## src/logic/qspi_pkg.sv

```systemverilog
// ~~~~~~~~~~~~~~~~~~~~~~~~~~~~~~~~~~~~~~~~~~~~~~~~~~~~~~~~~~
// shared widths, fixed commands, register map and state types
// for the quad-SPI memory controller
// ~~~~~~~~~~~~~~~~~~~~~~~~~~~~~~~~~~~~~~~~~~~~~~~~~~~~~~~~~~
`default_nettype none

package qspi_pkg;

	localparam int host_adr_w = 26;
	localparam int dev_adr_w = 24;
	localparam int data_w = 32;
	localparam int lat_w = 4;
	localparam int div_w = 10;

	// quad read and quad write opcodes
	localparam logic [7:0] read_cmd = 8'heb;
	localparam logic [7:0] write_cmd = 8'h38;

	// configuration bus word addresses
	localparam int cfg_adr_w = 4;
	localparam logic [cfg_adr_w-1:0] reg_latency0 = 4'd0;
	localparam logic [cfg_adr_w-1:0] reg_latency1 = 4'd1;
	localparam logic [cfg_adr_w-1:0] reg_latency2 = 4'd2;
	localparam logic [cfg_adr_w-1:0] reg_sckdiv = 4'd3;

	localparam logic [div_w-1:0] sckdiv_default = 10'd3;
	localparam logic [lat_w-1:0] latency_default = 4'd6;

	typedef enum logic [1:0] {
		size_byte,
		size_half,
		size_word
	} size_t;

	typedef enum logic [3:0] {
		st_idle,
		st_cs_setup,
		st_cmd,
		st_adr,
		st_wait,
		st_rdata,
		st_wdata,
		st_cs_release
	} qspi_state_t;

	// what the shifter puts on sio in the current period
	typedef enum logic [1:0] {
		ph_none,
		ph_cmd,
		ph_nibble,
		ph_read
	} phase_t;

endpackage

`default_nettype wire

```

## src/logic/qspi_clock_gen.sv

```systemverilog
// ~~~~~~~~~~~~~~~~~~~~~~~~~~~~~~~~~~~~~~~~~~~~~~~~~~~~~~~~~~
// free running SCK divider with fall and rise strobes
// ~~~~~~~~~~~~~~~~~~~~~~~~~~~~~~~~~~~~~~~~~~~~~~~~~~~~~~~~~~
`timescale 1ns/1ps
`default_nettype none

module qspi_clock_gen
	import qspi_pkg::*;
(
	input  logic             clk,
	input  logic             rst_n,
	input  logic [div_w-1:0] sck_div,
	output logic             sck,
	output logic             fall_edge,
	output logic             rise_edge
);

	logic [div_w-1:0] cnt;
	logic             sck_int;
	logic [5:0]       sck_dly;
	logic             wrap;

	// >= so a smaller divider written mid count wraps at once
	assign wrap = (cnt >= sck_div);

	always_ff @(posedge clk or negedge rst_n) begin
		if (!rst_n) begin
			cnt <= '0;
			sck_int <= 1'b1;
		end else if (wrap) begin
			cnt <= '0;
			sck_int <= ~sck_int;
		end else begin
			cnt <= cnt + 1'b1;
		end
	end

	always_ff @(posedge clk or negedge rst_n) begin
		if (!rst_n) begin
			sck_dly <= '1;
		end else begin
			sck_dly <= {sck_dly[4:0], sck_int};
		end
	end

	// pin sck trails the fall strobe by two clocks, like the registered sio
	assign sck = sck_dly[1];
	assign fall_edge = sck_dly[0] & ~sck_int;
	// pin rise plus three synchronizer flops
	assign rise_edge = sck_dly[4] & ~sck_dly[5];

endmodule

`default_nettype wire

```

## config.mk

```make
export PLATFORM = sky130hd
export DESIGN_NAME = qspi_clock_gen
export DESIGN_NICKNAME = d
export VERILOG_FILES = /design/src/logic/qspi_pkg.sv /design/src/logic/qspi_clock_gen.sv
export SDC_FILE = /design/constraint.sdc
export NUM_CORES = 1
export LEC_CHECK = 0
export BUFFER_PORTS_ARGS = -buffer_cell sky130_fd_sc_hd__buf_2
export CAP_MARGIN = 10
export CORE_MARGIN = 4
export CORE_UTILIZATION = 53
export DETAILED_ROUTE_END_ITERATION = 7
export GPL_TIMING_DRIVEN = 0
export PLACE_DENSITY = 0.75
export SLEW_MARGIN = 15
export SYNTH_ARGS = -nofsm -noshare
export SYNTH_HDL_FRONTEND = slang
export SYNTH_SLANG_ARGS = --single-unit
export TNS_END_PERCENT = 20
```

## constraint.sdc

```tcl
create_clock -name clk -period 1.8 [get_ports clk]
set_input_delay 0.09 -clock clk [delete_from_list [all_inputs] [get_ports clk]]
set_output_delay 0.09 -clock clk [all_outputs]
set_load 0.01 [all_outputs]
```

==> impl_metrics.yaml <==
outcome:
  outcome: "finished, final reports clean"
synthesis:
  ys_ff_latch: 17
  syn_avg_cell_area_um2: 10.4
  synth_area_leaders: "dfrtp_1, dfstp_2, ha_1"
  synth_top_area_share_pct: 27.6
  syn-cell-area_um2: 906
  netlist_instances: 87
  yosysTopAreaCell: "dfrtp_1"
  yosysSeqAreaShare_pct: 47.9
  yosysWarnings: 0
  yosysUniqueCellTypes: 21
  synth_nets: 110
floorplanning:
  core_um2: 1560
  die_area_um2: 2430
  die_x_um: 49.3
  initial_core_util_pct: 58.1
  dieHeight_um: 49.3
  ioPinCount: 15
  core.rowCount: 14
sta:
  setup_ws_ns: 0.0858
  rsz0062_at_grt: "false"
  final-hold-violation-count: 0
  period_needed_ns: 1.71
  relSlewSlack_pct: 75.5
  fin_crit_sh_pct: 95.2
  finClkSkew_ns: 0.00471
  max_slew.worst_pin.slew_ns: 0.367
  finalHoldWorstSlack_ns: 0.240
  finalMaxSlewViolations: 0
  final.setup.tns_ns: 0
  setup_viol: 0
  fmax_ghz: 0.583
clocking:
  h-tree-depth: 1
  clkSlewWorstSetupHoldPaths_ns: 0.10
  cts_num_sinks: 17
  insertion_delay_ns: 0.28
  cts_tree: "built"
  cts_buffers: 3
  root_buffer: "clkbuf_4"
  ctsLongestPathBuffers: 2
setup_path:
  worstPathRequired_ns: 2.01
  end_kind: "flip-flop"
  critical_path_class: "flip-flop to flip-flop"
  path_cells: "inv_1 -> ha_1 -> nand2b_4 -> a211oi_4 -> a2bb2oi_2 -> o21ai_2 -> buf_6 -> nor2_1"
  arrival_ns: 1.93
  slowest_stage: "dfrtp_2"
  slowest_delay_ns: 0.44
  cp-start-kind: "flip-flop"
  cp_max_fo: 10
global_route:
  grt_usage_pct: 13.4
  grt_pass1_wl_um: 2630
  grt-ovfl-total: 0
  grt_max_degree: 18
  antenna_found_initial: 0
  first_global_vias: 637
pwr:
  peakVddDrop_uv: 927
  power_switching_mw: 0.496
  clkPwrFrac_pct: 13.9
  power.static_leakage_nw: 0.531
  netSwitchingFraction_pct: 34.7
  internal-power_mw: 0.935
  power_density_nw_per_um2: 1350
  pwr-share-comb_pct: 35.8
  seqPwrFrac_pct: 50.3
route:
  wire_per_inst_um: 11.9
  antenna_left: 0
  vias_per_cell: 5.28
  initialDrtViolationCount: 10
  num_vias: 650
  first_pass_iters: 4
  wl_um: 1470
  drc: 0
cells_and_area:
  drive_above_1_share_pct: 30.8
  finalNonFillerCells: 123
  finalInstanceArea_um2: 1060
  layout.nets: 131
  area_delta_synth_final_pct: 16.9
  num_antenna_cells: 0
placed_design:
  io_buffer_count: 14
  pre_cts_ws_ns: 0.0131
  place_hpwl_um: 1160
  gp_congestion: 0.721
  place_area_um2: 996
  post-place-cells: 117
hold_path:
  hp-class: "input port to async pin"
run:
  maxCapViolations: 0
==> layout make-up <==
class	instances	area, um2
fill	133	500
buffer	1	11.3
clock buffer	3	22.5
timing repair buffer	16	87.6
sequential	17	435
tap	16	20.0
clock inverter	1	5.00
multi-input combinational	56	428
inverter	13	48.8
==> layout by cell type (no fill, tap or decap), drive strengths merged, types with 3 or more instances in the layout <==
| master | count |
|---|---|
| xnor2 | 5 |
| nor2 | 15 |
| nand3 | 6 |
| inv | 13 |
| xor2 | 4 |
| ha | 11 |
| dfstp | 7 |
| dfrtp | 10 |
| buf | 16 |
| clkbuf | 3 |
==> path summary, 6_finish.rpt <==
check                      startpoint         end  slack (ns)  cells after the start
setup / recovery               cnt[0]      cnt[6]        0.09                      8
max in group asynchronous       rst_n  sck_dly[2]        1.25                      2
setup reg to reg               cnt[0]      cnt[6]        0.09                      8
hold reg to reg            sck_dly[3]  sck_dly[4]        0.36                      0
hold / removal                  rst_n      cnt[8]        0.24                      2
min in group clk           sck_div[9]     sck_int        0.30                      6
==> cells by family after synthesis <==
| kind of cell | synth area share [%] |
|---|---|
| buffers and inverters | 6.63 |
| AOI/OAI and AO/OA | 6.22 |
| adders and majority gates | 15.2 |
| DFF | 47.9 |
| xor gates and xnor gates | 8.70 |
| and+or+nand+nor | 15.3 |
==> synth_stat cells <==
| library cell | number |
|---|---|
| a211oi_1 | 1 |
| a211oi_2 | 1 |
| a21oi_1 | 1 |
| a2bb2oi_1 | 1 |
| a41oi_1 | 1 |
| buf_6 | 1 |
| dfrtp_1 | 10 |
| dfstp_2 | 7 |
| ha_1 | 11 |
| inv_1 | 13 |
| nand2_1 | 2 |
| nand2b_4 | 1 |
| nand3_1 | 6 |
| nand4_1 | 2 |
| nor2_1 | 15 |
| nor2b_1 | 2 |
| nor4_1 | 1 |
| o21ai_0 | 1 |
| o21ai_2 | 1 |
| xnor2_1 | 5 |
| xor2_1 | 4 |
==> worst max-delay path: cells and delay by family, from the launching register on <==
kind	cells	cell delay, ns
AOI/OAI and AO/OA	3	0.52
DFF	1	0.44
and+or+nand+nor	2	0.26
buffers and inverters	2	0.21
adders and majority gates	1	0.21
==> flip-flops by register name, summed over array words and instances (netlist names) <==
register,flops
sck_dly,6
cnt,10
sck_int,1
==> through the flow <==
stage	power, mW	utilization (%)
after floorplan	1.04	-
after global placement	1.15	63.9
after detailed placement	1.18	63.9
after CTS	1.40	66.7
after global routing	1.55	67.9
final	1.43	67.9
==> routing by layer <==
metal	track usage (%)	wire [um]
met3	1.83	45
met1	17.5	655
met2	23.4	760
met4	2.84	4
met5	0	0
==> timing repair <==
item                                    in CTS  in global routing
pin swaps                                    0                  0
gates resized for setup                      1                  3
buffers inserted                             0                  1
hold buffers                                 1                  0
hold endpoints to repair                    10                  0
endpoints found under the setup margin       3                 10
==> power by group through the flow <==
stage	sequential [mW]	combinational [mW]	clock (mW)
detailed placement	0.729	0.446	0
CTS	0.721	0.473	0.208
floorplan	0.701	0.337	0
finish	0.720	0.512	0.199
global placement	0.722	0.426	0
global route	0.746	0.578	0.228
Power figures use the tool's default switching activity.
