===== src/logic/qspi_pkg.sv =====
// ~~~~~~~~~~~~~~~~~~~~~~~~~~~~~~~~~~~~~~~~~~~~~~~~~~~~~~~~~~
// shared widths, fixed commands, register map and state types
// for the quad-SPI memory controller
// ~~~~~~~~~~~~~~~~~~~~~~~~~~~~~~~~~~~~~~~~~~~~~~~~~~~~~~~~~~
`default_nettype none

package qspi_pkg;

	localparam int host_adr_w = 26;
	localparam int dev_adr_w = 24;
	localparam int data_w = 32;
	localparam int lat_w = 4;
	localparam int div_w = 10;

	// quad read and quad write opcodes
	localparam logic [7:0] read_cmd = 8'heb;
	localparam logic [7:0] write_cmd = 8'h38;

	// configuration bus word addresses
	localparam int cfg_adr_w = 4;
	localparam logic [cfg_adr_w-1:0] reg_latency0 = 4'd0;
	localparam logic [cfg_adr_w-1:0] reg_latency1 = 4'd1;
	localparam logic [cfg_adr_w-1:0] reg_latency2 = 4'd2;
	localparam logic [cfg_adr_w-1:0] reg_sckdiv = 4'd3;

	localparam logic [div_w-1:0] sckdiv_default = 10'd3;
	localparam logic [lat_w-1:0] latency_default = 4'd6;

	typedef enum logic [1:0] {
		size_byte,
		size_half,
		size_word
	} size_t;

	typedef enum logic [3:0] {
		st_idle,
		st_cs_setup,
		st_cmd,
		st_adr,
		st_wait,
		st_rdata,
		st_wdata,
		st_cs_release
	} qspi_state_t;

	// what the shifter puts on sio in the current period
	typedef enum logic [1:0] {
		ph_none,
		ph_cmd,
		ph_nibble,
		ph_read
	} phase_t;

endpackage

`default_nettype wire


===== src/logic/qspi_sequencer.sv =====
// ~~~~~~~~~~~~~~~~~~~~~~~~~~~~~~~~~~~~~~~~~~~~~~~~~~~~~~~~~~
// host request capture, req/ack handshake and the transfer FSM;
// every state lasts whole SCK periods, fall strobe to fall strobe
// ~~~~~~~~~~~~~~~~~~~~~~~~~~~~~~~~~~~~~~~~~~~~~~~~~~~~~~~~~~
`timescale 1ns/1ps
`default_nettype none

module qspi_sequencer
	import qspi_pkg::*;
(
	input  logic                  clk,
	input  logic                  rst_n,
	input  logic                  req,
	input  logic                  we,
	input  logic                  fall_edge,
	input  size_t                 size,
	input  logic [host_adr_w-1:0] adr,
	input  logic [data_w-1:0]     wdata,
	input  logic [2:0][lat_w-1:0] read_latency,
	output logic                  ack,
	output logic [2:0]            ce_n,
	output phase_t                phase,
	output logic [dev_adr_w-1:0]  dev_adr,
	output size_t                 cur_size,
	output logic [data_w-1:0]     cur_wdata,
	output logic                  cur_we,
	output logic                  phase_start,
	input  logic                  nibble_done
);

	qspi_state_t           state;
	qspi_state_t           state_nxt;
	logic [host_adr_w-1:0] adr_q;
	logic                  pending;
	logic                  take;
	logic                  start;
	logic                  selected;
	logic [lat_w-1:0]      cnt;
	logic [lat_w-1:0]      data_last;
	logic [lat_w-1:0]      sel_lat;
	logic [lat_w-1:0]      rd_left;

	function automatic phase_t phase_of(input qspi_state_t s);
		case (s)
			st_cmd: return ph_cmd;
			st_adr, st_wdata: return ph_nibble;
			st_rdata: return ph_read;
			default: return ph_none;
		endcase
	endfunction

	// no new request while ack is still high
	assign take = req & ~ack & ~pending & (state == st_idle);
	assign start = fall_edge & pending & (state == st_idle);

	always_ff @(posedge clk or negedge rst_n) begin
		if (!rst_n) begin
			pending <= 1'b0;
			cur_we <= 1'b0;
			cur_size <= size_byte;
		end else if (take) begin
			pending <= 1'b1;
			cur_we <= we;
			cur_size <= size;
		end else if (start) begin
			pending <= 1'b0;
		end
	end

	always_ff @(posedge clk) begin
		if (take) begin
			adr_q <= adr;
			cur_wdata <= wdata;
		end
	end

	assign dev_adr = adr_q[dev_adr_w-1:0];

	always_comb begin
		case (cur_size)
			size_byte: data_last = 4'd1;
			size_half: data_last = 4'd3;
			default: data_last = 4'd7;
		endcase
		case (adr_q[25:24])
			2'd1: sel_lat = read_latency[1];
			2'd2: sel_lat = read_latency[2];
			default: sel_lat = read_latency[0];
		endcase
	end

	always_comb begin
		state_nxt = state;
		case (state)
			st_idle: if (pending) state_nxt = st_cs_setup;
			st_cs_setup: state_nxt = st_cmd;
			st_cmd: if (cnt == 4'd7) state_nxt = st_adr;
			st_adr: begin
				if (cnt == 4'd5) begin
					if (cur_we)
						state_nxt = st_wdata;
					else if (sel_lat == '0)
						state_nxt = st_rdata;
					else
						state_nxt = st_wait;
				end
			end
			st_wait: if (cnt == sel_lat - 1'b1) state_nxt = st_rdata;
			st_rdata, st_wdata: if (cnt == data_last) state_nxt = st_cs_release;
			// hold until the last read nibble is through the synchronizer
			st_cs_release: if (rd_left == '0) state_nxt = st_idle;
			default: state_nxt = st_idle;
		endcase
	end

	always_ff @(posedge clk or negedge rst_n) begin
		if (!rst_n) begin
			state <= st_idle;
			cnt <= '0;
		end else if (fall_edge) begin
			state <= state_nxt;
			if (state_nxt != state)
				cnt <= '0;
			else
				cnt <= cnt + 1'b1;
		end
	end

	// read nibbles still to come back from the shifter
	always_ff @(posedge clk or negedge rst_n) begin
		if (!rst_n)
			rd_left <= '0;
		else if (start)
			rd_left <= cur_we ? '0 : data_last + 1'b1;
		else if (nibble_done)
			rd_left <= rd_left - 1'b1;
	end

	always_ff @(posedge clk or negedge rst_n) begin
		if (!rst_n)
			ack <= 1'b0;
		else if (fall_edge && state == st_cs_release && state_nxt == st_idle)
			ack <= 1'b1;
		else if (!req)
			ack <= 1'b0;
	end

	// device 3 decodes to no select
	assign selected = state inside {st_cmd, st_adr, st_wait, st_rdata, st_wdata};

	always_ff @(posedge clk or negedge rst_n) begin
		if (!rst_n)
			ce_n <= 3'b111;
		else
			ce_n <= selected ? ~(3'b001 << adr_q[25:24]) : 3'b111;
	end

	assign phase = phase_of(state);
	assign phase_start = fall_edge & (phase_of(state_nxt) != phase);

endmodule

`default_nettype wire


===== config.mk =====
export PLATFORM = sky130hd
export DESIGN_NAME = qspi_sequencer
export DESIGN_NICKNAME = d
export VERILOG_FILES = /design/src/logic/qspi_pkg.sv /design/src/logic/qspi_sequencer.sv
export SDC_FILE = /design/constraint.sdc
export NUM_CORES = 1
export LEC_CHECK = 0
export CAP_MARGIN = 0
export CORE_ASPECT_RATIO = 0.75
export CORE_MARGIN = 2
export CORE_UTILIZATION = 55
export DETAILED_ROUTE_END_ITERATION = 12
export DONT_BUFFER_PORTS = 1
export GPL_TIMING_DRIVEN = 0
export MAX_ROUTING_LAYER = met4
export PLACE_DENSITY_LB_ADDON = 0.08
export SETUP_SLACK_MARGIN = 0.02
export SLEW_MARGIN = 40
export SYNTH_ARGS = -nofsm -noshare
export SYNTH_HDL_FRONTEND = slang
export SYNTH_SLANG_ARGS = --single-unit

===== constraint.sdc =====
create_clock -name clk -period 3.6 [get_ports clk]
set_input_delay 0.54 -clock clk [delete_from_list [all_inputs] [get_ports clk]]
set_output_delay 0.54 -clock clk [all_outputs]
set_load 0.005 [all_outputs]

==> results.yml <==
synth:
  synth_nets: 342
  ys.warnings.count: 0
  synth_enable_flop_cells: 58
  syn_area_um2: 3400
  async_flop_share: 0.256
  ys_seq_area_frac: 0.661
  synth_cell_types: 49
  avgSynthCellArea_um2: 13.2
  ys.flop_type: "edfxtp_1"
  syn_inst: 257
  synth_seq_cells: 78
floorplanning:
  initial_core_util: 0.578
  core-area_um2: 5890
  die_w_um: 94.8
  io_pins: 144
  dieArea_um2: 6830
  die_h_um: 72.1
  rows: 24
setup_path:
  crit_chain: "inv_1, ha_1, clkbuf_4, nor2_1, a21oi_2, inv_1, ha_1, or4b_1, nor4_1, a211oi_1, o31a_4, a21oi_2, or3_1"
  slowest_stage: "or3_1"
  crit_buf_inv: 3
  max_stage_delay_ns: 0.38
  crit_path_start_kind: "flop"
  worst-path-max-fanout: 9
  arrival_ns: 2.87
  critPathCaptureType: "output pin"
  critPathTopFamily: "compound AO/OA/AOI/OAI gates"
  required_ns: 3.06
  crit_type: "flop to output pin"
timing:
  rsz0062_at_grt: "no"
  fin_crit_sh: 0.949
  max_slew_margin: 0.689
  tightest_slew_ns: 0.467
  final_max_slew_viol_count: 0
  tns_ns: 0
  max_freq_mhz: 293
  worst_clock_skew_ns: 0.00518
  holdWs_ns: 0.0310
  setup_ws_ns: 0.185
  setup_viol: 0
  layout_min_cycle_time_ns: 3.41
  hold_viol_final: 0
clock_network:
  htree_num_levels: 3
  cts-root-buf: "clkbuf_8"
  cts_made_buffers: 9
  cts_tree: "yes"
  clk_latency_ns: 0.34
  cts_buffer_depth: 2
  clkTransAtPathRegs_ns: 0.07
  cts_sinks: 78
power_and_ir_drop:
  leakagePower_nw: 1.39
  p_switching_mw: 0.744
  ir_worst_vdd_uv: 423
  power_frac_comb: 0.254
  p_sw_frac: 0.318
  seqPwrFrac: 0.499
  pwr-share-clk: 0.246
  power_density_nw_per_um2: 628
  intPower_mw: 1.59
final_layout:
  drive_above_1_share: 0.211
  final_nets: 355
  area_growth_pct: 9.39
  post-route-util: 0.632
  layout.cells.most_common_list: "58 x edfxtp_1, 24 x buf_4, 21 x nand2_1, 17 x dfrtp_1, 14 x nor2_1"
  fin_area_um2: 3720
  layout_commonest_cell: "edfxtp_1"
  diodes: 0
route:
  drcViolationCount: 0
  via_per_inst: 5.66
  initialDrtViolationCount: 135
  dr.pass1.iters: 4
  detail_route.wl_per_cell_um: 18.6
  route.vias.total: 1997
  wl_um: 6560
  postRouteAntennaNets: 0
run_status:
  status: "complete, no violations"
placement:
  pre_cts_ws_ns: 0.421
  place.gp.congestion: 0.887
  dpl_cell_area_um2: 3520
  dp_hpwl_um: 4930
  portBuffers: 0
global_routing:
  grt_overflow_total: 0
  grt_pass1_vias: 1926
  grt_max_degree: 46
  antenna_found_initial: 0
  grtUsageTotal: 0.199
  grt_pass1_wl_um: 9640
min_path:
  hp-class: "input port to asynchronous set/reset pin"
job:
  cap_violations: 0
-- metrics by stage --
step                      total power, mW  std cells
after floorplan                      1.63        257
after global placement               1.76        335
after detailed placement             1.77        336
after CTS                            2.34        353
after global routing                 2.48        353
final                                2.34        353
-- final timing paths --
path	from	endpoint	slack, ns	cells after the start
max reg2reg	adr_q[24]$_DFFE_PP_	cnt[3]$_DFFE_PN0P_	0.81	11
min reg2reg	ack$_DFFE_PN0P_	ack$_DFFE_PN0P_	0.55	2
min	rst_n	ce_n[2]$_DFF_PN1_	0.03	0
max in group asynchronous	rst_n	state[1]$_DFFE_PN0P_	3.21	1
min in group clk	wdata[28]	cur_wdata[28]$_DFFE_PP_	0.28	0
max	adr_q[24]$_DFFE_PP_	phase_start	0.19	13
-- synthesized netlist by cell type, types with 4 or more instances --
library cell	count	area, um2
or3_1	4	25.0
nand2_1	21	78.8
buf_4	24	180
dfrtp_1	17	425
inv_1	12	45.0
edfxtp_1	58	1740
o21ai_0	13	65.1
a21oi_1	6	30.0
ha_1	7	87.6
nor2_1	14	52.6
nand3b_1	4	30.0
xnor2_1	4	35.0
nand2b_1	4	25.0
clkbuf_1	7	26.3
xor2_1	4	35.0
nand3_1	8	40.0
mux2_2	4	45.0
-- worst register-to-register path, stage by stage (launching register included) --
cell,delay (ns)
edfxtp_1,0.36
inv_1,0.06
ha_1,0.27
clkbuf_4,0.19
mux2i_4,0.29
ha_1,0.20
or4b_1,0.44
nor4_1,0.19
a211oi_1,0.10
o31a_4,0.16
o21ai_0,0.23
o221ai_1,0.15
-- layout make-up --
| type | count | area, um2 |
|---|---|---|
| Fill cell | 461 | 2170 |
| Sequential cell | 78 | 2250 |
| Tap cell | 78 | 97.6 |
| Inverter | 12 | 47.5 |
| Clock inverter | 5 | 36.3 |
| Clock buffer | 11 | 141 |
| Timing Repair Buffer | 2 | 25.0 |
| Multi-Input combinational cell | 134 | 906 |
| Buffer | 33 | 219 |
-- kinds of logic after synthesis --
family                   count (synthesis)  share of synthesized area
buffers and inverters                   45                     0.0777
flip-flops                              78                      0.661
XOR/XNOR                                 8                     0.0206
AND/OR/NAND/NOR                         72                      0.109
multiplexers                             7                     0.0221
AO/OA/AOI/OAI                           40                     0.0843
adder cells (fa/ha/maj)                  7                     0.0258
-- sequential cells by signal, indices dropped and copies added, names as in the netlist --
signal     count
cur_wdata     32
ack            1
cur_we         1
state          4
cnt            4
rd_left        4
pending        1
adr_q         26
cur_size       2
ce_n           3
-- power groups by stage --
| stage | Combinational (mW) | Sequential, mW | Clock, mW |
|---|---|---|---|
| floorplan | 0.477 | 1.16 | 0 |
| global placement | 0.572 | 1.19 | 0 |
| detailed placement | 0.582 | 1.18 | 0 |
| CTS | 0.590 | 1.17 | 0.587 |
| global route | 0.676 | 1.18 | 0.621 |
| finish | 0.594 | 1.17 | 0.576 |
-- metal layers --
metal | GRT usage | up-vias | part of all wire
met5 | - | - | 0
met4 | 0.0628 | 0 | 0.016
met3 | 0.0789 | 14 | 0.10
met2 | 0.293 | 117 | 0.47
met1 | 0.257 | 930 | 0.41
li1 | - | 936 | -
-- what timing repair did --
item | 4_1_cts | 5_1_grt
endpoints found under the setup margin | 0 | 1
hold buffers | 1 | 0
endpoints found under the hold margin | 17 | 0
gates resized for setup | 0 | 3
buffers inserted | 0 | 0
Note: power is estimated with default switching activity, not from simulation.
