**src/logic/qspi_pkg.sv**
```systemverilog
// ~~~~~~~~~~~~~~~~~~~~~~~~~~~~~~~~~~~~~~~~~~~~~~~~~~~~~~~~~~
// shared widths, fixed commands, register map and state types
// for the quad-SPI memory controller
// ~~~~~~~~~~~~~~~~~~~~~~~~~~~~~~~~~~~~~~~~~~~~~~~~~~~~~~~~~~
`default_nettype none

package qspi_pkg;

	localparam int host_adr_w = 26;
	localparam int dev_adr_w = 24;
	localparam int data_w = 32;
	localparam int lat_w = 4;
	localparam int div_w = 10;

	// quad read and quad write opcodes
	localparam logic [7:0] read_cmd = 8'heb;
	localparam logic [7:0] write_cmd = 8'h38;

	// configuration bus word addresses
	localparam int cfg_adr_w = 4;
	localparam logic [cfg_adr_w-1:0] reg_latency0 = 4'd0;
	localparam logic [cfg_adr_w-1:0] reg_latency1 = 4'd1;
	localparam logic [cfg_adr_w-1:0] reg_latency2 = 4'd2;
	localparam logic [cfg_adr_w-1:0] reg_sckdiv = 4'd3;

	localparam logic [div_w-1:0] sckdiv_default = 10'd3;
	localparam logic [lat_w-1:0] latency_default = 4'd6;

	typedef enum logic [1:0] {
		size_byte,
		size_half,
		size_word
	} size_t;

	typedef enum logic [3:0] {
		st_idle,
		st_cs_setup,
		st_cmd,
		st_adr,
		st_wait,
		st_rdata,
		st_wdata,
		st_cs_release
	} qspi_state_t;

	// what the shifter puts on sio in the current period
	typedef enum logic [1:0] {
		ph_none,
		ph_cmd,
		ph_nibble,
		ph_read
	} phase_t;

endpackage

`default_nettype wire

```
**src/logic/qspi_config_regs.sv**
```systemverilog
// ~~~~~~~~~~~~~~~~~~~~~~~~~~~~~~~~~~~~~~~~~~~~~~~~~~~~~~~~~~
// SCK divider and per-device read latency registers,
// written on cfg_we and read back one cycle after cfg_re
// ~~~~~~~~~~~~~~~~~~~~~~~~~~~~~~~~~~~~~~~~~~~~~~~~~~~~~~~~~~
`timescale 1ns/1ps
`default_nettype none

module qspi_config_regs
	import qspi_pkg::*;
(
	input  logic                      clk,
	input  logic                      rst_n,
	input  logic                      cfg_we,
	input  logic                      cfg_re,
	input  logic [cfg_adr_w-1:0]      cfg_adr,
	input  logic [data_w-1:0]         cfg_wdata,
	output logic [data_w-1:0]         cfg_rdata,
	output logic [div_w-1:0]          sck_div,
	output logic [2:0][lat_w-1:0]     read_latency
);

	logic                 rd_valid;
	logic [cfg_adr_w-1:0] rd_adr;

	always_ff @(posedge clk or negedge rst_n) begin
		if (!rst_n) begin
			sck_div <= sckdiv_default;
			read_latency <= {3{latency_default}};
		end else if (cfg_we) begin
			case (cfg_adr)
				reg_latency0: read_latency[0] <= cfg_wdata[lat_w-1:0];
				reg_latency1: read_latency[1] <= cfg_wdata[lat_w-1:0];
				reg_latency2: read_latency[2] <= cfg_wdata[lat_w-1:0];
				reg_sckdiv: sck_div <= cfg_wdata[div_w-1:0];
				default: ;
			endcase
		end
	end

	// read select held for one cycle
	always_ff @(posedge clk or negedge rst_n) begin
		if (!rst_n) begin
			rd_valid <= 1'b0;
			rd_adr <= '0;
		end else begin
			rd_valid <= cfg_re;
			if (cfg_re)
				rd_adr <= cfg_adr;
		end
	end

	always_comb begin
		cfg_rdata = '0;
		if (rd_valid) begin
			case (rd_adr)
				reg_latency0: cfg_rdata = data_w'(read_latency[0]);
				reg_latency1: cfg_rdata = data_w'(read_latency[1]);
				reg_latency2: cfg_rdata = data_w'(read_latency[2]);
				reg_sckdiv: cfg_rdata = data_w'(sck_div);
				default: cfg_rdata = '0;
			endcase
		end
	end

endmodule

`default_nettype wire

```
**config.mk**
```make
export PLATFORM = sky130hd
export DESIGN_NAME = qspi_config_regs
export DESIGN_NICKNAME = d
export VERILOG_FILES = /design/src/logic/qspi_pkg.sv /design/src/logic/qspi_config_regs.sv
export SDC_FILE = /design/constraint.sdc
export NUM_CORES = 1
export LEC_CHECK = 0
export BUFFER_PORTS_ARGS = -buffer_cell sky130_fd_sc_hd__clkbuf_2
export CAP_MARGIN = 20
export CELL_PAD_IN_SITES_DETAIL_PLACEMENT = 0
export CELL_PAD_IN_SITES_GLOBAL_PLACEMENT = 1
export CORE_UTILIZATION = 35
export CTS_BUF_LIST = sky130_fd_sc_hd__clkbuf_4
export CTS_CLUSTER_SIZE = 30
export DETAILED_ROUTE_END_ITERATION = 8
export PLACE_DENSITY = 0.95
export SLEW_MARGIN = 15
export SYNTH_ARGS = -nofsm -noshare
export SYNTH_HDL_FRONTEND = slang
export SYNTH_SLANG_ARGS = --single-unit
```
**constraint.sdc**
```tcl
create_clock -name clk -period 1.9 [get_ports clk]
set_input_delay 0.095 -clock clk [delete_from_list [all_inputs] [get_ports clk]]
set_output_delay 0.095 -clock clk [all_outputs]
set_load 0.005 [all_outputs]
```
==> results of run 1 <==
-- area by class of cell --
type / count / area (sq um)
well taps: 50 / 62.6
flip-flops and latches: 27 / 686
clock inverters: 1 / 5.00
fillers: 390 / 2230
repair buffers: 58 / 333
clock buffers: 3 / 22.5
multi-input cells: 80 / 687
-- repair_timing --
action                                  in CTS  in global routing
hold buffers                                 8                  0
hold endpoints to repair                    26                  0
resized for setup                            0                  1
endpoints found under the setup margin       0                  2
-- worst max-delay path: stages (launching register included) --
cell and delay [ns]:
sky130_fd_sc_hd__dfrtp_1 0.68, sky130_fd_sc_hd__mux2i_1 0.25, sky130_fd_sc_hd__o22ai_1 0.09, sky130_fd_sc_hd__and3_1 0.19, sky130_fd_sc_hd__clkbuf_2 0.11
-- logic make-up (layout without fill, tap and decap cells) --
logic type | Yosys count | in the layout | share of synthesized area (%)
multiplexers | 34 | 34 | 27.9
flip-flops | 27 | 27 | 46.6
buffers and inverters | 24 | 62 | 12.3
AND/OR/NAND/NOR | 20 | 20 | 11.3
AO/OA/AOI/OAI | 4 | 4 | 1.70
other | 1 | 22 | 0.255
-- report_power, final --
group / leakage, nW / internal (W) / switching (W) / total, W
Clock: 0.0177 / 0.0000790 / 0.000168 / 0.000247
Sequential: 0.314 / 0.000723 / 0.000102 / 0.000825
Combinational: 0.610 / 0.000251 / 0.000146 / 0.000398
-- routing by layer --
layer	routed length, um	GRT usage (%)	up-vias
li1	-	-	467
met1	1220	15.8	456
met2	1420	24.6	57
met3	202	2.91	3
met4	14	2.39	0
met5	0	0	-
-- flip-flops by register name (all words and copies together), names as in the netlist --
register      count
read_latency     12
rd_adr            4
sck_div          10
rd_valid          1
-- final timing paths --
path / startpoint / endpoint / slack, ns / cells past startpoint
setup / recovery: rd_adr[1] / cfg_rdata[1] / 0.16 / 4
hold / removal: cfg_wdata[2] / sck_div[2] / 0.03 / 2
setup reg to reg: rd_adr[1] / rd_adr[1] / 0.87 / 1
hold reg to reg: sck_div[7] / sck_div[7] / 0.55 / 1
max in group asynchronous: rst_n / sck_div[5] / 1.16 / 2
min in group asynchronous: rst_n / rd_adr[0] / 0.31 / 2
-- cells in the mapped netlist --
cell type / instances / area [sq um]
sky130_fd_sc_hd__nor4b_4: 1 / 23.8
sky130_fd_sc_hd__or3b_1: 1 / 8.76
sky130_fd_sc_hd__mux2_4: 10 / 150
sky130_fd_sc_hd__nand4bb_1: 1 / 11.3
sky130_fd_sc_hd__mux2i_1: 8 / 80.1
sky130_fd_sc_hd__buf_6: 1 / 11.3
sky130_fd_sc_hd__and2b_2: 1 / 8.76
sky130_fd_sc_hd__conb_1: 1 / 3.75
sky130_fd_sc_hd__buf_2: 1 / 5.00
sky130_fd_sc_hd__nand2b_4: 1 / 13.8
sky130_fd_sc_hd__o22ai_1: 4 / 25.0
sky130_fd_sc_hd__dfstp_2: 8 / 210
sky130_fd_sc_hd__nor4b_2: 1 / 15.0
sky130_fd_sc_hd__and3_1: 4 / 25.0
sky130_fd_sc_hd__dfrtp_1: 19 / 475
sky130_fd_sc_hd__nand2_1: 1 / 3.75
sky130_fd_sc_hd__mux2_2: 16 / 180
sky130_fd_sc_hd__or3_1: 1 / 6.26
sky130_fd_sc_hd__nor2_1: 1 / 3.75
sky130_fd_sc_hd__and4_1: 1 / 8.76
sky130_fd_sc_hd__buf_4: 22 / 165
sky130_fd_sc_hd__and2_1: 6 / 37.5
-- through the flow --
step	setup slack, ns	area, sq um	std cells
2_1_floorplan	0.688	1550	131
3_3_place_gp	0.496	1690	207
3_5_place_dp	0.499	1690	207
4_1_cts	0.108	1790	219
5_1_grt	0.0294	1800	219
6_report	0.164	1800	219
-- layout by cell type, fill, tap and decap left out --
cell type                       synthesis  layout
sky130_fd_sc_hd__clkbuf_2               0      49
sky130_fd_sc_hd__conb_1                 1      22
sky130_fd_sc_hd__dfrtp_1               19      19
sky130_fd_sc_hd__mux2_2                16      16
sky130_fd_sc_hd__mux2_4                10      10
sky130_fd_sc_hd__mux2i_1                8       8
sky130_fd_sc_hd__dlygate4sd3_1          0       8
sky130_fd_sc_hd__dfstp_2                8       8
sky130_fd_sc_hd__and2_1                 6       6
sky130_fd_sc_hd__o22ai_1                4       4
sky130_fd_sc_hd__and3_1                 4       4
sky130_fd_sc_hd__clkbuf_4               0       3
sky130_fd_sc_hd__nor2_1                 1       1
sky130_fd_sc_hd__and4_1                 1       1
sky130_fd_sc_hd__or3b_4                 0       1
sky130_fd_sc_hd__or3_1                  1       1
sky130_fd_sc_hd__nor4b_2                1       1
sky130_fd_sc_hd__nand2_1                1       1
sky130_fd_sc_hd__nand2b_4               1       1
sky130_fd_sc_hd__nor4b_4                1       1
sky130_fd_sc_hd__nand4bb_1              1       1
sky130_fd_sc_hd__and2b_2                1       1
sky130_fd_sc_hd__clkinv_2               0       1
sky130_fd_sc_hd__buf_4                 22       1
==> reports/summary.log, run 1 <==
INFO  timing         unrepaired_setup_endpoints_after_global_routing=no
INFO  floorplan      die_width=66.9um
INFO  place          io_buffer_count=49
INFO  timing         fin_skew=0ns
INFO  timing         setup_tns=0ns
INFO  worst_hold_path worst_hold_path_type=in2reg
INFO  clock_network  clkSinkCount=27
INFO  power_and_ir_drop total_leakage_power=0.942nW
INFO  detailed_routing post_drt_wl_per_cell=13.0um
INFO  floorplan      die-height=66.9um
INFO  clock_network  cts_root_buffer=sky130_fd_sc_hd__clkbuf_4
INFO  detailed_routing via_count=983
INFO  detailed_routing detailedRoute.firstPassIterationCount=4
INFO  floorplan      initial_core_util=36.6%
INFO  timing         layout_worst_path_cycle_share=91.4%
INFO  floorplan      std_cell_rows=23
INFO  job            maxCapViolations=0
INFO  grt            globalRouteOverflowTotal=0
INFO  synth          netlist_area=0.00147sqmm
INFO  timing         hold_ws=0.0314ns
INFO  synth          postSynthCellCount=110
INFO  power_and_ir_drop finalPower=0.00147W
INFO  clock_network  clk_path_buf_depth=2
INFO  finish         postLayoutCoreUtil=44.6%
INFO  finish         syn_to_final_growth=21.9%
INFO  place          gp_routability_congestion=0.752
INFO  timing         report.final.hold_viol_count=0
INFO  detailed_routing dr.first_iter.drc_count=10
INFO  clock_network  cts_max_level=1
INFO  clock_network  cts_tree=built
INFO  synth          avgSynthCellArea=13.4squm
INFO  timing         timing.final.setup_violations=0
INFO  finish         antennaDiodeCount=0
INFO  finish         nets=210
INFO  critical_path  critical_path_arrival=1.64ns
INFO  detailed_routing detail-route-antenna-nets=0
INFO  grt            track_usage=13.4%
INFO  critical_path  required=1.80ns
INFO  grt            maximum_number_of_pins_on_one_net_before_global_route_repair=28
INFO  critical_path  critPathCaptureType=output port
INFO  finish         post_route_cells_drive_above_1_share=55.0%
INFO  timing         worst_pin_slew=0.666ns
INFO  clock_network  numCtsBuffers=3
INFO  timing         max_slew_violations=0
INFO  clock_network  worst_setup_hold_path_clk_slew=0.15ns
INFO  synth          synth_warnings=0
INFO  place          hpwlAfterDp=2130um
INFO  critical_path  timing_worst_setup_path_type=reg2out
INFO  clock_network  cts.repair_timing.setup_buffer_count=0
INFO  clock_network  clock_insertion_delay_worst_skew=0.33ns
INFO  detailed_routing via_per_inst=4.49
INFO  detailed_routing drc_errors=0
INFO  detailed_routing finalWirelength=2850um
INFO  critical_path  start_kind=flop
INFO  synth          synth-seq-cells=27
INFO  timing         final_period_minus_worst_setup_slack=1.74ns
INFO  power_and_ir_drop total_power_per_unit_cell_area=819mW/mm^2
INFO  grt            grt_antenna_before_repair=0
INFO  timing         timing.slew.headroom=55.6%
INFO  synth          yosys.cell_types.count=22
INFO  floorplan      die_area=0.00447sqmm
INFO  timing         fmax=576MHz
INFO  synth          synth-seq-area-share=46.6%
INFO  status         outcome=finished clean
INFO  power_and_ir_drop peakVddDrop=0.000439V
INFO  grt            grt_first_pass_wirelength=4390um
INFO  critical_path  maximum_fanout_along_the_worst_path=10
INFO  floorplan      core-area=0.00403sqmm
INFO  floorplan      io-pin-count=94
INFO  grt            grt_pass1_vias=928
No activity file was read; power rests on OpenSTA's default activity.
==> inputs of run 2 (changes only) <==
==> constraint.sdc (replaced) <==
create_clock -name clk -period 2 [get_ports clk]
set_input_delay 0.1 -clock clk [delete_from_list [all_inputs] [get_ports clk]]
set_output_delay 0.1 -clock clk [all_outputs]
set_load 0.005 [all_outputs]
==> reports/summary.log, run 2 (same netlist as run 1, synthesis figures left out) <==
INFO  clock_network  worst_setup_hold_path_clk_slew=0.15ns [about the same]
INFO  timing         max_slew_violations=0 [unchanged]
INFO  critical_path  timing_worst_setup_path_type=reg2out
INFO  finish         antennaDiodeCount=0 [unchanged]
INFO  timing         layout_worst_path_cycle_share=88.7%
INFO  timing         fmax=563MHz
INFO  job            maxCapViolations=0 [unchanged]
INFO  critical_path  worstRegToRegCells=1 [unchanged]
INFO  clock_network  numCtsBuffers=3 [unchanged]
INFO  timing         timing.slew.headroom=55.5% [about the same]
INFO  timing         report.final.hold_viol_count=0 [unchanged]
INFO  floorplan      die_area=0.00447sqmm [unchanged]
INFO  critical_path  critical_path_arrival=1.67ns [+0.03 ns]
INFO  place          gp_routability_congestion=0.752 [unchanged]
INFO  finish         layout_commonest_cell=sky130_fd_sc_hd__clkbuf_2
INFO  finish         nets=210 [unchanged]
INFO  clock_network  cts_resized=0 [unchanged]
INFO  clock_network  cts_max_level=1 [unchanged]
INFO  clock_network  clock_insertion_delay_worst_skew=0.33ns [about the same]
INFO  detailed_routing via_count=980 [-0.31%]
INFO  grt            maximum_number_of_pins_on_one_net_before_global_route_repair=28 [unchanged]
INFO  critical_path  worstSetupEndpoint=cfg_rdata[0]
INFO  critical_path  critPathCaptureType=output port
INFO  floorplan      std_cell_rows=23 [unchanged]
INFO  critical_path  crit-reg2reg-capture=rd_adr[1]
INFO  clock_network  cts.hold.buffers_added=8 [unchanged]
INFO  timing         setup_tns=0ns [unchanged]
INFO  detailed_routing via_per_inst=4.47 [-0.31%]
INFO  finish         post_route_cells_drive_above_1_share=54.4% [-0.59 points]
INFO  clock_network  clkSinkCount=27 [unchanged]
INFO  critical_path  r2r_setup_slack=0.98ns [+0.11 ns]
INFO  timing         final.setup.worst_slack=0.225ns [+0.0610 ns]
INFO  detailed_routing drc_errors=0 [unchanged]
INFO  finish         finish.instance_area=0.00179sqmm [-0.14%]
INFO  finish         largest_registers=read_latency (12), sck_div (10), rd_adr (4)
INFO  place          io_buffer_count=49 [unchanged]
INFO  timing         unrepaired_setup_endpoints_after_global_routing=no
INFO  status         outcome=finished clean
INFO  worst_hold_path worst_hold_path_type=in2reg
INFO  critical_path  maximum_fanout_along_the_worst_path=4 [-6]
INFO  grt            track_usage=13.4% [unchanged]
INFO  grt            globalRouteOverflowTotal=0 [unchanged]
INFO  finish         leading_cell_types_in_the_layout_fill_and_taps_excluded=sky130_fd_sc_hd__clkbuf_2 (49), sky130_fd_sc_hd__conb_1 (22), sky130_fd_sc_hd__dfrtp_1 (19), sky130_fd_sc_hd__mux2_2 (16), sky130_fd_sc_hd__mux2_4 (10)
INFO  detailed_routing detailedRoute.firstPassIterationCount=4 [unchanged]
INFO  critical_path  required=1.90ns [+0.10 ns]
INFO  grt            grt_antenna_before_repair=0 [unchanged]
INFO  finish         regArea=686squm [unchanged]
INFO  clock_network  cts_root_buffer=sky130_fd_sc_hd__clkbuf_4
INFO  floorplan      die_width=66.9um [unchanged]
INFO  place          placement.cell_area=0.00169sqmm [unchanged]
INFO  critical_path  worstReg2RegStart=rd_adr[1]
INFO  timing         worst_pin_slew=0.667ns [+0.000429 ns]
INFO  critical_path  crit_path_start=rd_adr[3]
INFO  detailed_routing post_drt_wl_per_cell=13.0um [-0.18%]
INFO  finish         multiInputGateArea=684squm [-0.36%]
INFO  detailed_routing finalWirelength=2850um [-0.18%]
INFO  clock_network  cts_tree=built
INFO  detailed_routing dr.first_iter.drc_count=7 [-3]
INFO  clock_network  cts.repair_timing.setup_buffer_count=0 [unchanged]
INFO  floorplan      initial_core_util=36.6% [unchanged]
INFO  finish         registers.top_by_ff_count=read_latency
INFO  place          dpl_worst_slack=0.594ns [+0.0950 ns]
INFO  place          hpwlAfterDp=2130um [unchanged]
INFO  power_and_ir_drop total_leakage_power=0.941nW [about the same]
INFO  floorplan      core-area=0.00403sqmm [unchanged]
INFO  power_and_ir_drop peakVddDrop=0.000415V [-5.4%]
INFO  finish         fill_cells=391 [+0.26%]
INFO  timing         fin_skew=0ns [unchanged]
INFO  timing         final_period_minus_worst_setup_slack=1.77ns
INFO  critical_path  start_kind=flop
INFO  floorplan      die-height=66.9um [unchanged]
INFO  clock_network  clk_path_buf_depth=2 [unchanged]
INFO  detailed_routing detail-route-antenna-nets=0 [unchanged]
INFO  finish         largest_reg_flops=12 [unchanged]
INFO  timing         timing.final.setup_violations=0 [unchanged]
INFO  finish         syn_to_final_growth=21.8%
INFO  grt            grt_pass1_vias=928 [unchanged]
INFO  grt            grt_first_pass_wirelength=4390um [unchanged]
INFO  power_and_ir_drop total_power_per_unit_cell_area=778mW/mm^2 [-5.0%]
INFO  floorplan      io-pin-count=94 [unchanged]
-- run 2: area by class of cell --
cell class | instances | area share [%]
timing repair buffer | 58 | 18.6
clock buffer | 3 | 1.26
clock inverter | 1 | 0.279
multi-input combinational | 80 | 38.2
tap | 50 | 3.49
sequential | 27 | 38.2
-- run 2: report_power, final --
part | leakage, nW | switching, W | internal [W]
Clock | 0.0177 | 0.000159 | 0.0000751
Sequential | 0.314 | 0.0000970 | 0.000687
Combinational | 0.609 | 0.000139 | 0.000237
Total | 0.941 | 0.000395 | 0.000999
-- run 2: worst max-delay path, stage by stage, from the launching register on --
cell and delay, ns:
sky130_fd_sc_hd__dfrtp_1 0.42, sky130_fd_sc_hd__or3b_1 0.46, sky130_fd_sc_hd__o22ai_1 0.18, sky130_fd_sc_hd__and3_1 0.18, sky130_fd_sc_hd__clkbuf_2 0.11
-- run 2: worst min path at each step --
stage                     slack, ns          to          from  cells after the start
after floorplan               -0.20   rd_adr[0]         rst_n                      0
after global placement         0.16   rd_adr[2]         rst_n                      1
after detailed placement       0.16  sck_div[2]         rst_n                      1
after CTS                      0.03  sck_div[2]  cfg_wdata[2]                      2
after global routing           0.02  sck_div[3]  cfg_wdata[3]                      2
final                          0.04  sck_div[2]  cfg_wdata[2]                      2
-- run 2: routing by layer --
| metal | track usage, % | routed length (um) | vias to the layer above |
|---|---|---|---|
| li1 | - | - | 467 |
| met1 | 15.8 | 1210 | 453 |
| met2 | 24.6 | 1420 | 57 |
| met3 | 2.91 | 202 | 3 |
| met4 | 2.39 | 14 | 0 |
| met5 | 0 | 0 | - |
-- run 2: stage by stage --
step                std cells  power, W  hold WS [ns]  utilization [%]
floorplan                 131   0.00101        -0.196                -
global placement          207   0.00115         0.156             41.8
detailed placement        207   0.00116         0.159             41.8
CTS                       219   0.00141        0.0338             44.5
global route              219   0.00150        0.0215             44.5
finish                    219   0.00139        0.0361             44.5
==> inputs of run 3 (changes only) <==
--- a/config.mk
+++ b/config.mk
@@ -5,13 +5,14 @@
 export SDC_FILE = /design/constraint.sdc
 export NUM_CORES = 1
 export LEC_CHECK = 0
+export ABC_AREA = 1
 export BUFFER_PORTS_ARGS = -buffer_cell sky130_fd_sc_hd__clkbuf_2
 export CAP_MARGIN = 20
 export CELL_PAD_IN_SITES_DETAIL_PLACEMENT = 0
 export CELL_PAD_IN_SITES_GLOBAL_PLACEMENT = 1
-export CORE_UTILIZATION = 35
+export CORE_UTILIZATION = 32
 export CTS_BUF_LIST = sky130_fd_sc_hd__clkbuf_4
-export CTS_CLUSTER_SIZE = 30
+export CTS_CLUSTER_SIZE = 12
 export DETAILED_ROUTE_END_ITERATION = 8
 export PLACE_DENSITY = 0.95
 export SLEW_MARGIN = 15
==> reports/summary.log, run 3 <==
INFO  status         outcome=finished clean
INFO  power_and_ir_drop total_leakage_power=0.967nW [+2.8%]
INFO  floorplan      std_cell_rows=23 [unchanged]
INFO  synth          synth_enable_flop_cells=0 [unchanged]
INFO  floorplan      die-height=68.8um [+2.9%]
INFO  timing         layout_worst_path_cycle_share=85.2% [-3.5 points]
INFO  timing         fin_skew=0ns [unchanged]
INFO  finish         postLayoutCoreUtil=42.4% [-2.1 points]
INFO  power_and_ir_drop clockPowerShare=19.0% [+2.2 points]
INFO  timing         timing.slew.headroom=55.0% [-0.59 points]
INFO  timing         final_period_minus_worst_setup_slack=1.70ns [-0.0697 ns]
INFO  detailed_routing detailedRoute.firstPassIterationCount=4 [unchanged]
INFO  synth          postSynthCellCount=170 [+55%]
INFO  finish         largest_registers=read_latency (12), sck_div (10), rd_adr (4)
INFO  grt            grt_first_pass_wirelength=4640um [+5.7%]
INFO  detailed_routing via_count=1200 [+22%]
INFO  finish         layout_commonest_cell=sky130_fd_sc_hd__clkbuf_2
INFO  place          io_buffer_count=49 [unchanged]
INFO  worst_hold_path worst_hold_path_type=in2reg
INFO  grt            globalRouteOverflowTotal=0 [unchanged]
INFO  timing         unrepaired_setup_endpoints_after_global_routing=no
INFO  power_and_ir_drop reported_net_switching_power=0.000421W [+6.5%]
INFO  clock_network  numCtsBuffers=3 [unchanged]
INFO  floorplan      io-pin-count=94 [unchanged]
INFO  critical_path  timing_worst_setup_path_type=reg2out
INFO  synth          synth_top_cell_by_area=sky130_fd_sc_hd__dfrtp_1
INFO  finish         registers.top_by_ff_count=read_latency
INFO  timing         timing.final.setup_violations=0 [unchanged]
INFO  grt            grt_pass1_vias=976 [+5.2%]
INFO  clock_network  cts.hold.buffers_added=9 [+1]
INFO  clock_network  cts_tree=built
INFO  critical_path  critPathCaptureType=output port
INFO  timing         setup_tns=0ns [unchanged]
INFO  power_and_ir_drop peakVddDrop=0.000325V [-22%]
INFO  power_and_ir_drop switching_share=32.1% [+3.8 points]
INFO  clock_network  cts_root_buffer=sky130_fd_sc_hd__clkbuf_4
INFO  timing         report.final.hold_viol_count=0 [unchanged]
INFO  critical_path  start_kind=flop
INFO  timing         worst_pin_slew=0.676ns [+0.00878 ns]
INFO  clock_network  clkSinkCount=27 [unchanged]
INFO  detailed_routing post_drt_wl_per_cell=11.4um [-13%]
INFO  critical_path  critical-path-top-cell-by-count=sky130_fd_sc_hd__nor2_1
INFO  finish         antennaDiodeCount=0 [unchanged]
INFO  synth          synthArstFlopShare=100% [unchanged]
INFO  critical_path  cp_slowest_stage_delay=0.43ns [-0.03 ns]
INFO  critical_path  required=1.90ns [about the same]
INFO  job            maxCapViolations=0 [unchanged]
INFO  floorplan      die_width=68.8um [+2.9%]
INFO  synth          ys.flop_type=sky130_fd_sc_hd__dfrtp_1
INFO  power_and_ir_drop power.sequential.fraction=56.9% [+0.7 points]
INFO  grt            maximum_number_of_pins_on_one_net_before_global_route_repair=28 [unchanged]
INFO  finish         nets=270 [+29%]
INFO  clock_network  cts.repair_timing.setup_buffer_count=0 [unchanged]
INFO  grt            track_usage=13.7% [+0.31 points]
INFO  critical_path  cpMaxStageDelayCell=sky130_fd_sc_hd__dfrtp_1
INFO  clock_network  clk_path_buf_depth=2 [unchanged]
INFO  floorplan      die_area=0.00474sqmm [+5.9%]
INFO  synth          yosys.cell_types.count=19 [-14%]
INFO  synth          avgSynthCellArea=8.41squm [-37%]
INFO  clock_network  clock_insertion_delay_worst_skew=0.33ns [about the same]
INFO  power_and_ir_drop power_frac_comb=24.1% [-2.9 points]
INFO  detailed_routing finalWirelength=3170um [+11%]
INFO  synth          netlist_area=0.00143sqmm [-3.0%]
INFO  timing         max_slew_violations=0 [unchanged]
INFO  clock_network  worst_setup_hold_path_clk_slew=0.15ns [about the same]
INFO  finish         largest_reg_flops=12 [unchanged]
INFO  synth          most_frequent_cells_after_synthesis=sky130_fd_sc_hd__nand2_1 (28), sky130_fd_sc_hd__buf_4 (22), sky130_fd_sc_hd__nor2_1 (22), sky130_fd_sc_hd__dfrtp_1 (19), sky130_fd_sc_hd__nand3_1 (17)
INFO  place          place.detailed.instances=266 [+29%]
INFO  detailed_routing detail-route-antenna-nets=0 [unchanged]
INFO  place          hpwlAfterDp=2420um [+14%]
INFO  power_and_ir_drop power_internal=0.000891W [-11%]
INFO  finish         post_route_cells_drive_above_1_share=31.9% [-23 points]
INFO  finish         syn_to_final_growth=22.9%
INFO  place          gp_routability_congestion=0.739 [-1.7%]
INFO  synth          synth_warnings=0 [unchanged]
INFO  critical_path  critical_path_arrival=1.60ns [-0.07 ns]
INFO  finish         leading_cell_types_in_the_layout_fill_and_taps_excluded=sky130_fd_sc_hd__clkbuf_2 (49), sky130_fd_sc_hd__nand2_1 (28), sky130_fd_sc_hd__nor2_1 (22), sky130_fd_sc_hd__conb_1 (22), sky130_fd_sc_hd__dfrtp_1 (19)
INFO  critical_path  maximum_fanout_along_the_worst_path=17 [+13]
INFO  floorplan      core-area=0.00414sqmm [+2.9%]
INFO  finish         fin_cells=279 [+27%]
INFO  clock_network  cts_max_level=1 [unchanged]
INFO  critical_path  r2r_setup_slack=1.20ns [+0.22 ns]
INFO  clock_network  cts_resized=0 [unchanged]
INFO  detailed_routing dr.first_iter.drc_count=70 [+63]
INFO  power_and_ir_drop total_power_per_unit_cell_area=747mW/mm^2 [-4.0%]
INFO  synth          synth-seq-area-share=48.0% [+1.4 points]
INFO  floorplan      initial_core_util=34.5% [-2.1 points]
INFO  timing         fmax=587MHz [+4.1%]
INFO  grt            grt_antenna_before_repair=0 [unchanged]
INFO  detailed_routing drc_errors=0 [unchanged]
INFO  critical_path  path_cells=nor2_4 -> nand3_1 -> nand2_1 -> nor2_1 -> nor2_1 -> clkbuf_2
INFO  detailed_routing via_per_inst=4.30 [-3.9%]
INFO  synth          synth_most_common_cell=sky130_fd_sc_hd__nand2_1
INFO  synth          synth-seq-cells=27 [unchanged]
INFO  synth          synth_top_area_share=33.3% [+0.99 points]
INFO  synth          synth_top_cells_by_area=sky130_fd_sc_hd__dfrtp_1 (33%), sky130_fd_sc_hd__dfstp_2 (15%), sky130_fd_sc_hd__buf_4 (12%)
==> run 3: cell count changes after synthesis, sizes merged, moves of 4 or more <==
cell   before  now
nand3       0   19
mux2i       8    0
nand2       1   28
a21oi       0    6
o22ai       4    0
inv         0   17
and3        4    0
and2        6    0
nor2        1   25
o21ai       0   18
mux2       26    2
==> run 3: cells by family after synthesis <==
family | Yosys count | synth area share [%]
flops | 27 | 48.0
mux | 2 | 1.58
buf+inv | 42 | 17.5
compound gates | 24 | 8.41
other cells | 1 | 0.262
simple gates | 74 | 24.3
==> run 3: worst paths after layout <==
kind	startpoint	endpoint	depth (start not counted)
min in group asynchronous	rst_n	sck_div[7]	2
max reg2reg	rd_adr[2]	rd_adr[2]	1
min	cfg_adr[0]	rd_adr[0]	3
max	rd_adr[3]	cfg_rdata[1]	6
min reg2reg	sck_div[1]	sck_div[1]	2
max in group asynchronous	rst_n	rd_adr[1]	2
==> run 3: area by class of cell <==
type	count	area (sq um)
Clock buffer	3	22.5
Sequential cell	27	686
Timing Repair Buffer	59	343
Inverter	17	63.8
Multi-Input combinational cell	122	572
Tap cell	50	62.6
Fill cell	444	2390
Clock inverter	1	7.51
==> run 3: metal layers <==
layer / GRT usage, % / routed length (um) / vias up
met1: 17.1 / 1400 / 534
met4: 3.83 / 25 / 0
li1: - / - / 620
met3: 3.78 / 200 / 4
met5: 0 / 0 / -
met2: 23.0 / 1550 / 42
==> run 3: power by group through the flow <==
stage	Combinational (W)	Sequential [W]	Clock, W
after floorplan	0.000173	0.000754	0
after global placement	0.000297	0.000756	0
after detailed placement	0.000307	0.000758	0
after CTS	0.000322	0.000748	0.000266
after global routing	0.000368	0.000764	0.000284
final	0.000316	0.000747	0.000249
==> run 3: stage by stage <==
| step | total power (W) | setup slack [ns] | instance area [sq um] | hold WS [ns] |
|---|---|---|---|---|
| floorplan | 0.000927 | 0.926 | 1510 | -0.196 |
| global placement | 0.00105 | 0.678 | 1640 | 0.165 |
| detailed placement | 0.00107 | 0.663 | 1640 | 0.177 |
| CTS | 0.00134 | 0.266 | 1760 | 0.0158 |
| global route | 0.00142 | 0.158 | 1760 | 0.0168 |
| finish | 0.00131 | 0.295 | 1760 | 0.0290 |
==> run 3: worst max-delay path, delay by kind of cell, from the launching register on <==
| kind | cells | cell delay [ns] |
|---|---|---|
| flip-flops | 1 | 0.43 |
| buffers and inverters | 1 | 0.13 |
| AND/OR/NAND/NOR | 5 | 0.71 |
